$ cat src/hdl/fetch_pkg.sv
package fetch_pkg;

    localparam int DEF_INSTR_W       = 32; // instruction and pc width
    localparam int DEF_IMEM_DEPTH    = 64; // words of instruction storage
    localparam int DEF_FETCH_CREDITS = 4;  // decode queue depth, credits after reset

    // loader FSM, freeze is held outside LOAD_IDLE
    typedef enum logic [1:0] {
        LOAD_IDLE    = 2'b00, // fetch running normally
        LOAD_ACTIVE  = 2'b01, // host words arriving
        LOAD_RESTART = 2'b10  // one cycle, pc forced back to 0
    } load_state_t;

    typedef enum logic {
        PC_SEQ  = 1'b0, // pc+1 with wrap
        PC_JUMP = 1'b1  // target from a later stage
    } pc_sel_t;

endpackage
$ cat src/hdl/fetch_top.sv
module fetch_top
    import fetch_pkg::*;
#(
    parameter int  INSTR_W       = DEF_INSTR_W,
    parameter int  IMEM_DEPTH    = DEF_IMEM_DEPTH,
    parameter int  FETCH_CREDITS = DEF_FETCH_CREDITS,
    localparam int ADDR_W        = $clog2(IMEM_DEPTH)
) (
    input  logic               i_clk,
    input  logic               i_rst,
    input  logic               i_load_valid,
    input  logic [ADDR_W-1:0]  i_load_addr,
    input  logic [INSTR_W-1:0] i_load_data,
    input  logic               i_load_last,
    input  logic               i_jump_valid,
    input  logic [INSTR_W-1:0] i_jump_target,
    input  logic               i_credit_return,
    output logic               o_fetch_valid,
    output logic [INSTR_W-1:0] o_fetch_instr,
    output logic [INSTR_W-1:0] o_fetch_pc,
    output logic [INSTR_W-1:0] o_fetch_pc_plus,
    output logic               o_loading
);

    logic               wr_en;
    logic [ADDR_W-1:0]  wr_addr;
    logic [INSTR_W-1:0] wr_data;
    logic               freeze;
    logic               restart;

    imem_loader #(
        .INSTR_W    (INSTR_W),
        .IMEM_DEPTH (IMEM_DEPTH)
    ) u_imem_loader (
        .i_clk        (i_clk),
        .i_rst        (i_rst),
        .i_load_valid (i_load_valid),
        .i_load_addr  (i_load_addr),
        .i_load_data  (i_load_data),
        .i_load_last  (i_load_last),
        .o_wr_en      (wr_en),
        .o_wr_addr    (wr_addr),
        .o_wr_data    (wr_data),
        .o_freeze     (freeze),
        .o_restart    (restart),
        .o_loading    (o_loading)
    );

    instruction_fetch #(
        .INSTR_W       (INSTR_W),
        .IMEM_DEPTH    (IMEM_DEPTH),
        .FETCH_CREDITS (FETCH_CREDITS)
    ) u_instruction_fetch (
        .i_clk           (i_clk),
        .i_rst           (i_rst),
        .i_freeze        (freeze),
        .i_restart       (restart),
        .i_wr_en         (wr_en),
        .i_wr_addr       (wr_addr),
        .i_wr_data       (wr_data),
        .i_jump_valid    (i_jump_valid),
        .i_jump_target   (i_jump_target),
        .i_credit_return (i_credit_return),
        .o_fetch_valid   (o_fetch_valid),
        .o_fetch_instr   (o_fetch_instr),
        .o_fetch_pc      (o_fetch_pc),
        .o_fetch_pc_plus (o_fetch_pc_plus)
    );

endmodule

$ cat src/hdl/instruction_fetch.sv
module instruction_fetch
    import fetch_pkg::*;
#(
    parameter int  INSTR_W       = DEF_INSTR_W,
    parameter int  IMEM_DEPTH    = DEF_IMEM_DEPTH,
    parameter int  FETCH_CREDITS = DEF_FETCH_CREDITS,
    localparam int ADDR_W        = $clog2(IMEM_DEPTH)
) (
    input  logic               i_clk,
    input  logic               i_rst,
    input  logic               i_freeze,
    input  logic               i_restart,
    input  logic               i_wr_en,
    input  logic [ADDR_W-1:0]  i_wr_addr,
    input  logic [INSTR_W-1:0] i_wr_data,
    input  logic               i_jump_valid,
    input  logic [INSTR_W-1:0] i_jump_target,
    input  logic               i_credit_return,
    output logic               o_fetch_valid,
    output logic [INSTR_W-1:0] o_fetch_instr,
    output logic [INSTR_W-1:0] o_fetch_pc,
    output logic [INSTR_W-1:0] o_fetch_pc_plus
);

    localparam int CRED_W = $clog2(FETCH_CREDITS + 1);
    localparam logic [CRED_W-1:0] MAX_CRED = CRED_W'(FETCH_CREDITS);

    logic [CRED_W-1:0]  credits;
    logic               issue;
    logic [INSTR_W-1:0] pc;
    logic [INSTR_W-1:0] pc_plus;
    logic               fetch_valid;
    logic [INSTR_W-1:0] fetch_pc;
    logic [INSTR_W-1:0] fetch_pc_plus;

    assign issue = (credits != '0) && !i_freeze;

    // one credit per issue, one back per decode pop
    always_ff @(posedge i_clk) begin
        if (i_rst) begin
            credits <= MAX_CRED;
        end else begin
            case ({issue, i_credit_return})
                2'b10:   credits <= credits - 1'b1;
                2'b01:   credits <= credits + 1'b1;
                default: credits <= credits; // both or neither
            endcase
        end
    end

    pc_unit #(
        .INSTR_W    (INSTR_W),
        .IMEM_DEPTH (IMEM_DEPTH)
    ) u_pc_unit (
        .i_clk         (i_clk),
        .i_rst         (i_rst),
        .i_advance     (issue),
        .i_restart     (i_restart),
        .i_jump_valid  (i_jump_valid),
        .i_jump_target (i_jump_target),
        .o_pc          (pc),
        .o_pc_plus     (pc_plus)
    );

    instr_mem #(
        .INSTR_W    (INSTR_W),
        .IMEM_DEPTH (IMEM_DEPTH)
    ) u_instr_mem (
        .i_clk     (i_clk),
        .i_rst     (i_rst),
        .i_wr_en   (i_wr_en),
        .i_wr_addr (i_wr_addr),
        .i_wr_data (i_wr_data),
        .i_rd_en   (issue),
        .i_rd_addr (pc[ADDR_W-1:0]),
        .o_rd_data (o_fetch_instr)
    );

    always_ff @(posedge i_clk) begin
        if (i_rst) begin
            fetch_valid <= 1'b0;
        end else begin
            fetch_valid <= issue; // single-cycle pulse per read
        end
    end

    // pc pair captured alongside the memory read
    always_ff @(posedge i_clk) begin
        if (issue) begin
            fetch_pc      <= pc;
            fetch_pc_plus <= pc_plus;
        end
    end

    assign o_fetch_valid   = fetch_valid;
    assign o_fetch_pc      = fetch_pc;
    assign o_fetch_pc_plus = fetch_pc_plus;

    a_credits_bounded : assert property (
        @(posedge i_clk) disable iff (i_rst)
        credits <= MAX_CRED
    );

    // decode may only return what it was given
    a_no_return_when_full : assert property (
        @(posedge i_clk) disable iff (i_rst)
        i_credit_return |-> (credits < MAX_CRED)
    );

endmodule

$ cat src/hdl/pc_unit.sv
module pc_unit
    import fetch_pkg::*;
#(
    parameter int INSTR_W    = DEF_INSTR_W,
    parameter int IMEM_DEPTH = DEF_IMEM_DEPTH
) (
    input  logic               i_clk,
    input  logic               i_rst,
    input  logic               i_advance,
    input  logic               i_restart,
    input  logic               i_jump_valid,
    input  logic [INSTR_W-1:0] i_jump_target,
    output logic [INSTR_W-1:0] o_pc,
    output logic [INSTR_W-1:0] o_pc_plus
);

    localparam logic [INSTR_W-1:0] LAST_PC = INSTR_W'(IMEM_DEPTH - 1);

    logic [INSTR_W-1:0] pc;
    logic [INSTR_W-1:0] pc_plus;
    logic [INSTR_W-1:0] pc_seq;
    pc_sel_t            pc_sel;

    assign pc_plus = pc + 1'b1;
    assign pc_seq  = (pc == LAST_PC) ? '0 : pc_plus; // wrap after last word

    assign pc_sel = i_jump_valid ? PC_JUMP : PC_SEQ;

    // restart beats jump, jump beats advance
    always_ff @(posedge i_clk) begin
        if (i_rst) begin
            pc <= '0;
        end else if (i_restart) begin
            pc <= '0;
        end else if (pc_sel == PC_JUMP) begin
            pc <= i_jump_target; // taken even without an issue
        end else if (i_advance) begin
            pc <= pc_seq;
        end
    end

    assign o_pc      = pc;
    assign o_pc_plus = pc_plus; // not wrapped, decode sees pc+1

    // jump target comes from outside the stage
    a_pc_in_range : assert property (
        @(posedge i_clk) disable iff (i_rst)
        o_pc < INSTR_W'(IMEM_DEPTH)
    );

endmodule

$ cat src/hdl/instr_mem.sv
module instr_mem
    import fetch_pkg::*;
#(
    parameter int  INSTR_W    = DEF_INSTR_W,
    parameter int  IMEM_DEPTH = DEF_IMEM_DEPTH,
    localparam int ADDR_W     = $clog2(IMEM_DEPTH)
) (
    input  logic               i_clk,
    input  logic               i_rst,
    input  logic               i_wr_en,
    input  logic [ADDR_W-1:0]  i_wr_addr,
    input  logic [INSTR_W-1:0] i_wr_data,
    input  logic               i_rd_en,
    input  logic [ADDR_W-1:0]  i_rd_addr,
    output logic [INSTR_W-1:0] o_rd_data
);

    logic [INSTR_W-1:0] mem [IMEM_DEPTH];
    logic [INSTR_W-1:0] rd_data;

    always_ff @(posedge i_clk) begin
        if (i_rst) begin
            for (int i = 0; i < IMEM_DEPTH; i++) begin
                mem[i] <= '0; // program area starts as all zeros
            end
        end else if (i_wr_en) begin
            mem[i_wr_addr] <= i_wr_data;
        end
    end

    // read register keeps its value while no read is issued
    always_ff @(posedge i_clk) begin
        if (i_rd_en) begin
            rd_data <= mem[i_rd_addr];
        end
    end

    assign o_rd_data = rd_data;

endmodule

$ cat src/hdl/imem_loader.sv
module imem_loader
    import fetch_pkg::*;
#(
    parameter int  INSTR_W    = DEF_INSTR_W,
    parameter int  IMEM_DEPTH = DEF_IMEM_DEPTH,
    localparam int ADDR_W     = $clog2(IMEM_DEPTH)
) (
    input  logic               i_clk,
    input  logic               i_rst,
    input  logic               i_load_valid,
    input  logic [ADDR_W-1:0]  i_load_addr,
    input  logic [INSTR_W-1:0] i_load_data,
    input  logic               i_load_last,
    output logic               o_wr_en,
    output logic [ADDR_W-1:0]  o_wr_addr,
    output logic [INSTR_W-1:0] o_wr_data,
    output logic               o_freeze,
    output logic               o_restart,
    output logic               o_loading
);

    load_state_t state;
    load_state_t state_next;

    always_ff @(posedge i_clk) begin
        if (i_rst) begin
            state <= LOAD_IDLE;
        end else begin
            state <= state_next;
        end
    end

    always_comb begin
        state_next = state;
        case (state)
            LOAD_IDLE, LOAD_RESTART: begin
                if (i_load_valid && i_load_last) begin
                    state_next = LOAD_RESTART; // single-word load
                end else if (i_load_valid) begin
                    state_next = LOAD_ACTIVE;
                end else begin
                    state_next = LOAD_IDLE;
                end
            end
            LOAD_ACTIVE: begin
                if (i_load_valid && i_load_last) begin
                    state_next = LOAD_RESTART;
                end
            end
            default: begin
                state_next = LOAD_IDLE;
            end
        endcase
    end

    // memory takes one word per cycle, so host writes go straight through
    assign o_wr_en   = i_load_valid;
    assign o_wr_addr = i_load_addr;
    assign o_wr_data = i_load_data;

    assign o_loading = (state == LOAD_ACTIVE);
    assign o_freeze  = (state != LOAD_IDLE); // no issue during restart either
    assign o_restart = (state == LOAD_RESTART);

    a_last_needs_valid : assert property (
        @(posedge i_clk) disable iff (i_rst)
        i_load_last |-> i_load_valid
    );

endmodule

$ cat config.mk
export PLATFORM = sky130hd
export DESIGN_NAME = fetch_top
export DESIGN_NICKNAME = d
export VERILOG_FILES = /design/src/hdl/fetch_pkg.sv /design/src/hdl/fetch_top.sv /design/src/hdl/instruction_fetch.sv /design/src/hdl/pc_unit.sv /design/src/hdl/instr_mem.sv /design/src/hdl/imem_loader.sv
export SDC_FILE = /design/constraint.sdc
export NUM_CORES = 2
export LEC_CHECK = 0
export ABC_AREA = 1
export BUFFER_PORTS_ARGS = -buffer_cell sky130_fd_sc_hd__buf_2
export CORE_MARGIN = 2
export CORE_UTILIZATION = 57
export DETAILED_ROUTE_END_ITERATION = 6
export PLACE_DENSITY = 0.76
export SYNTH_ARGS = -nofsm -noshare
export SYNTH_HDL_FRONTEND = slang
export SYNTH_HIERARCHICAL = 1
export SYNTH_SLANG_ARGS = --single-unit
$ cat constraint.sdc
create_clock -name i_clk -period 3.5 [get_ports i_clk]
set_input_delay 0.35 -clock i_clk [delete_from_list [all_inputs] [get_ports i_clk]]
set_output_delay 0.35 -clock i_clk [all_outputs]
set_load 0.01 [all_outputs]
After elaboration in Yosys (flattened, before gate mapping)
Memory sizes are Yosys's and may differ from the RTL's. A register that Yosys moved wholly into a read port is not among the register bits.
Index checks and enable logic that the tools add are counted.
{"block": "word_totals", "reg_bits": 102, "latch_bits": 0, "mem_bits_rw": 2048, "romBits": 0, "input_bits": 76, "word_cells": 44, "mem_count": 1}
{"memory": "u_instruction_fetch.u_instr_mem.mem", "words": 64, "width": 32, "rd": 1, "rd_clocked_by_memory_dff": 1, "write_ports": 64, "line_no": "instr_mem.sv:18", "rtl": "logic [INSTR_W-1:0] mem [IMEM_DEPTH];"}
{"block": "classes", "addsub": 3, "n_mul": 0, "div": 0, "n_lt_le_gt_ge": 0, "n_eq_ne": 6, "n_shift": 0, "n_mux": 17, "bitwise": 0, "n_reduce_logical": 11}
{"operator": "2-to-1 mux 32 bit", "n": 4}
{"operator": "adder 32 x 1 -> 32 bit, second input constant", "n": 1}
{"operator": "== test 32 x 6 -> 1 bit, second input constant", "n": 1}
{"operator": "OR reduction 32 bit", "n": 1}
{"operator": "2-to-1 mux 1 bit", "n": 8}
{"operator": "2-to-1 mux 6 bit", "n": 1}
{"operator": "one-hot mux 3 bit (2 select lines)", "n": 1}
{"operator": "nonzero test 2 bit", "n": 3}
{"operator": "== test 2 x 1 -> 1 bit, second input constant", "n": 2}
{"operator": "== test 2 bit, second input constant", "n": 2}
{"operator": "2-to-1 mux 2 bit", "n": 2}
{"operator": "one-hot mux 2 bit (2 select lines)", "n": 1}
{"operator": "OR reduction 2 bit", "n": 2}
{"operator": "adder 3 x 1 -> 3 bit, second input constant", "n": 1}
{"operator": "nonzero test 3 bit", "n": 1}
{"operator": "subtractor 3 x 1 -> 3 bit, second input constant", "n": 1}
{"operator": "logical AND 1 bit", "n": 2}
{"operator": "logical NOT 2 bit", "n": 1}
{"operator": "inequality test 2 x 1 -> 1 bit, second input constant", "n": 1}
{"operator": "logical NOT 1 bit", "n": 1}

Longest topological paths before layout
{"block": "depth", "depth_word": 5, "ltp_mapped": 13, "mapped_depth_nobuf": 12}

Cells and area by module
The synthesis kept the hierarchy.
{"mod": "instr_mem", "instances": 1, "cells_each": 9326, "area_per_inst_um2": 92288.5}
{"mod": "pc_unit", "instances": 1, "cells_each": 383, "area_per_inst_um2": 2423.6}
{"mod": "instruction_fetch", "instances": 1, "cells_each": 92, "area_per_inst_um2": 2130.8}
{"mod": "imem_loader", "instances": 1, "cells_each": 53, "area_per_inst_um2": 379.1}

Least setup slack after synthesis
No wires, ideal clock.
{"block": "synth_timing", "path_type": "register to register", "start": "register u_instruction_fetch.credits[0]", "end": "register u_instruction_fetch.u_pc_unit.pc[0], in the netlist u_instruction_fetch/u_pc_unit/o_pc[0]", "setup_ns": 0.132, "arrival_time_ns": 3.332, "required_time_ns": 3.368, "setup_slack_ns": 0.036, "path_stages_with_launch": 9, "n_path_buf": 1, "period_less_slack_ns": 3.464, "cell_sequence": "dfxtp_1 inv_1 nand3_1 nand2_1 inv_1 nor2_1 clkbuf_1 a22oi_1 a21oi_1"}
{"block": "synth_between", "elab_chain_cells": 3}
{"item": "start: declaration", "line_no": "instruction_fetch.sv:28", "rtl": "logic [CRED_W-1:0] credits;"}
{"item": "start signal: assignment", "line_no": "instruction_fetch.sv:44", "rtl": "2'b10: credits <= credits - 1'b1;"}
{"item": "start signal: assignment", "line_no": "instruction_fetch.sv:45", "rtl": "2'b01: credits <= credits + 1'b1;"}
{"item": "start signal: assignment", "line_no": "instruction_fetch.sv:46", "rtl": "default: credits <= credits;"}
{"item": "nonzero test 3 bit", "line_no": "instruction_fetch.sv:36", "rtl": "assign issue = (credits != '0) && !i_freeze;"}
{"item": "logical AND 1 bit", "line_no": "instruction_fetch.sv:36"}
{"item": "net u_instruction_fetch.issue", "line_no": "instruction_fetch.sv:29", "rtl": "logic issue;"}
{"item": "nonzero test 2 bit (no line)"}
{"item": "end signal: assignment", "line_no": "pc_unit.sv:36", "rtl": "pc <= i_jump_target;"}
{"item": "end signal: assignment", "line_no": "pc_unit.sv:38", "rtl": "pc <= pc_seq;"}
{"item": "end: declaration", "line_no": "pc_unit.sv:19", "rtl": "logic [INSTR_W-1:0] pc;"}
The timed path passes the listed nets, and every way through them passes these cells.
A chain may end at the register's enable or synchronous reset.

==> flow_summary.json <==
{
  "cts_sinks": 2182,
  "fmax_ghz": 0.314,
  "synth_xor_area_frac": 0.00172,
  "fin_area_sq_um": 108000,
  "ys_seq_area_frac": 0.670,
  "synth_cell_type_count": 36,
  "drive_above_1_share": 0.0939,
  "synth_compound_area_frac": 0.00420,
  "final_nets": 9845,
  "clock_skew_ns": 0.0354,
  "r2r_slack_ns": 0.31,
  "dieArea_sq_um": 174000,
  "min_path_type": "primary input to flop",
  "whs_ns": 0.0671,
  "synth_fa_ha_area_frac": 0.000463,
  "clockBufferDepth": 3,
  "ctsRootBufferMaster": "clkbuf_16",
  "num_rows": 151,
  "run_status": "complete, no violations",
  "grt_util_met2": 0.507,
  "layout_min_cycle_time_ns": 3.19,
  "peakVddDrop_uv": 549,
  "synth_async_sr_flop_share": 0,
  "die_w_um": 417,
  "ys.warnings.count": 6,
  "grt_max_degree": 148,
  "cts_setup_buffers": 0,
  "slowest_delay_ns": 0.44,
  "grt_busiest_layer": "met2",
  "die_height_um": 417,
  "slew_headroom": 0.229,
  "syn_inst": 9854,
  "start_util": 0.574,
  "period_share": 0.911,
  "grt_usage": 0.335,
  "path_buf_inv": 3,
  "use_met1": 0.447,
  "power_leakage_uw": 0.0419,
  "insertion_delay_ns": 0.88,
  "dp_hpwl_um": 179000,
  "critPathLaunch": "u_instruction_fetch/u_pc_unit/o_pc[0]$_SDFFE_PP0P_",
  "slew_violations": 0,
  "gp_congestion": 0.987,
  "r2r_cells": 11,
  "area_growth_pct": 11.3,
  "setup_viol": 0,
  "wl_per_cell_um": 24.2,
  "critPathSlowestCell": "dfxtp_4",
  "worstPathArrival_ns": 3.91,
  "io_buffers": 173,
  "path_class": "flop to flop",
  "synth_top_family_by_area": "simple AND/OR/NAND/NOR gates",
  "antenna_left": 0,
  "synth_ff_type": "edfxtp_1",
  "crit_path_max_fanout": 91,
  "drcViolationCount": 0,
  "grt_pass1_wl_um": 437000,
  "required_ns": 4.22,
  "overflow": 0,
  "netlist_area_sq_um": 97200,
  "cts_tree": "done",
  "yosys.area_share.simple": 0.283,
  "syn-mean-instance-area_sq_um": 9.87,
  "cts_buffers": 212,
  "hold_violations": 0,
  "max_cap_viol_count": 0,
  "endpoint": "u_instruction_fetch/u_instr_mem/o_rd_data[6]$_DFFE_PP_",
  "synth_edf_count": 2144,
  "dr_total_vias": 74955,
  "antenna_found_initial": 7,
  "critPathCaptureType": "flop",
  "cts_htree_levels": 4,
  "cp_cell_sequence": "buf_12 > buf_12 > buf_4 > nand2_1 > nand3_1 > nand3_1 > nand3_1 > nand3_1 > nand2_1 > nand2_1 > nand2_1",
  "syn-num-nets": 9933,
  "grt_pass1_vias": 71228,
  "cp_top_family": "simple AND/OR/NAND/NOR gates",
  "vias_per_cell": 6.16,
  "routed_wl_um": 295000,
  "met3_usage": 0.0738,
  "postPlaceCellArea_sq_um": 101000,
  "timing.rr.start": "u_instruction_fetch/u_pc_unit/o_pc[0]$_SDFFE_PP0P_",
  "path_clk_slew_ns": 0.06,
  "tns_ns": 0,
  "tightest_slew_ns": 1.16,
  "rsz0062_at_grt": "no",
  "ys_ff_latch": 2182,
  "drt-initial-drc-count": 11818,
  "critPathLaunchType": "flop",
  "r2r_end": "u_instruction_fetch/u_instr_mem/o_rd_data[6]$_DFFE_PP_",
  "synthMuxAreaShare": 0,
  "min_from": "i_load_data[28]",
  "first_pass_iters": 7,
  "io_pins": 174,
  "power.density_nw_per_um2": 565,
  "worst-path-stages": 11,
  "coreArea_sq_um": 169000
}
-- synth_stat cells (all sizes together), types with 2 or more instances --
| cell type | count | area, sq um |
|---|---|---|
| a21oi | 30 | 150 |
| a22oi | 28 | 210 |
| a31oi | 4 | 25.0 |
| and2 | 5 | 31.3 |
| buf | 194 | 1010 |
| clkbuf | 702 | 2640 |
| dfxtp | 38 | 761 |
| edfxtp | 2144 | 64400 |
| ha | 2 | 25.0 |
| inv | 84 | 315 |
| nand2 | 2511 | 9450 |
| nand3 | 1938 | 9700 |
| nand4 | 14 | 87.6 |
| nor2 | 2121 | 8020 |
| nor3 | 8 | 40.0 |
| nor4 | 8 | 144 |
| o21ai | 3 | 15.0 |
| or2 | 2 | 12.5 |
| xnor2 | 2 | 17.5 |
| xor2 | 12 | 150 |
-- cell families after synthesis --
| kind of cell | after synthesis |
|---|---|
| and+or+nand+nor | 6608 |
| DFF | 2182 |
| buffers and inverters | 981 |
| xor gates and xnor gates | 14 |
| AOI/OAI and AO/OA | 66 |
| adders and majority gates | 3 |
-- cell type report --
| class | count | area (sq um) |
|---|---|---|
| clock inverters | 128 | 1190 |
| repair buffers | 594 | 5040 |
| fillers | 12763 | 61200 |
| well taps | 2218 | 2780 |
| flip-flops and latches | 2182 | 65200 |
| multi-input cells | 6691 | 28100 |
| inverters | 85 | 349 |
| diodes | 5 | 12.5 |
| clock buffers | 265 | 5600 |
-- cell usage in the layout, fill, tap and decap left out, drive strengths merged, types with 5 or more instances in the layout --
| cell | Yosys | layout |
|---|---|---|
| nand2 | 2511 | 2511 |
| buf | 194 | 554 |
| nor3 | 8 | 8 |
| and2 | 5 | 5 |
| dlygate4sd3 | 0 | 40 |
| nand3 | 1938 | 1938 |
| clkinv | 1 | 99 |
| bufinv | 0 | 16 |
| inv | 84 | 90 |
| clkbuf | 702 | 265 |
| a21oi | 30 | 30 |
| clkinvlp | 0 | 8 |
| dfxtp | 38 | 38 |
| diode | 0 | 5 |
| edfxtp | 2144 | 2144 |
| a22oi | 28 | 28 |
| nor4 | 8 | 8 |
| nor2 | 2121 | 2121 |
| nand4 | 14 | 14 |
| xor2 | 12 | 12 |
-- layer usage --
metal  vias to the layer above  part of all wire
li1                      32948                 -
met1                     35833              0.35
met2                      5391              0.45
met3                       779              0.14
met4                         4             0.067
met5                         -          0.000092
-- state kept, by name, summed over array words and instances, names as in the netlist --
register and cells:
u_instruction_fetch/o_fetch_pc 32, u_instruction_fetch/u_instr_mem/o_rd_data 32, u_instruction_fetch/u_pc_unit/o_pc 32, u_instruction_fetch/o_fetch_valid 1, u_imem_loader/state 2, u_instruction_fetch/u_instr_mem/mem 2048
u_instruction_fetch/credits 3, u_instruction_fetch/o_fetch_pc_plus 32
-- power breakdown --
group	internal, uW	total, uW	leakage (uW)	switching, uW
combinational	2050	7760	0.0178	5710
sequential	30300	30900	0.0208	596
clock	12500	22500	0.00331	9990
-- per-stage QoR --
| stage | total power (uW) | std cells | util | setup WS [ns] |
|---|---|---|---|---|
| after floorplan | 35600 | 9854 | - | 0.0361 |
| after global placement | 38700 | 11730 | 0.596 | 0.309 |
| after detailed placement | 38900 | 11730 | 0.596 | 0.276 |
| after CTS | 61000 | 12163 | 0.639 | 0.578 |
| after global routing | 62800 | 12166 | 0.639 | 0.320 |
| final | 61200 | 12168 | 0.639 | 0.311 |
-- how the worst min path moves through the flow --
| stage | endpoint | cells past startpoint | slack (ns) |
|---|---|---|---|
| floorplan | u_instruction_fetch/o_fetch_valid$_SDFF_PP0_ | 1 | 0.42 |
| global placement | u_instruction_fetch/credits[2]$_SDFFE_PP1P_ | 2 | 0.45 |
| detailed placement | u_instruction_fetch/credits[2]$_SDFFE_PP1P_ | 2 | 0.50 |
| CTS | u_instruction_fetch/u_instr_mem/mem[44][28]$_SDFFCE_PN0P_ | 4 | 0.02 |
| global route | u_instruction_fetch/u_instr_mem/mem[44][28]$_SDFFCE_PN0P_ | 4 | 0.07 |
| finish | u_instruction_fetch/u_instr_mem/mem[44][28]$_SDFFCE_PN0P_ | 4 | 0.07 |
-- repair_timing --
item | CTS | global route
endpoints found under the hold margin | 65 | 0
hold buffers | 40 | 0
gates resized for setup | 0 | 0
-- worst register-to-register path: cells and delay by family, from the launching register on --
kind / cells / cell delay, ns
simple gates: 8 / 1.46
buf+inv: 3 / 1.13
flops: 1 / 0.44
Power figures use the tool's default switching activity.
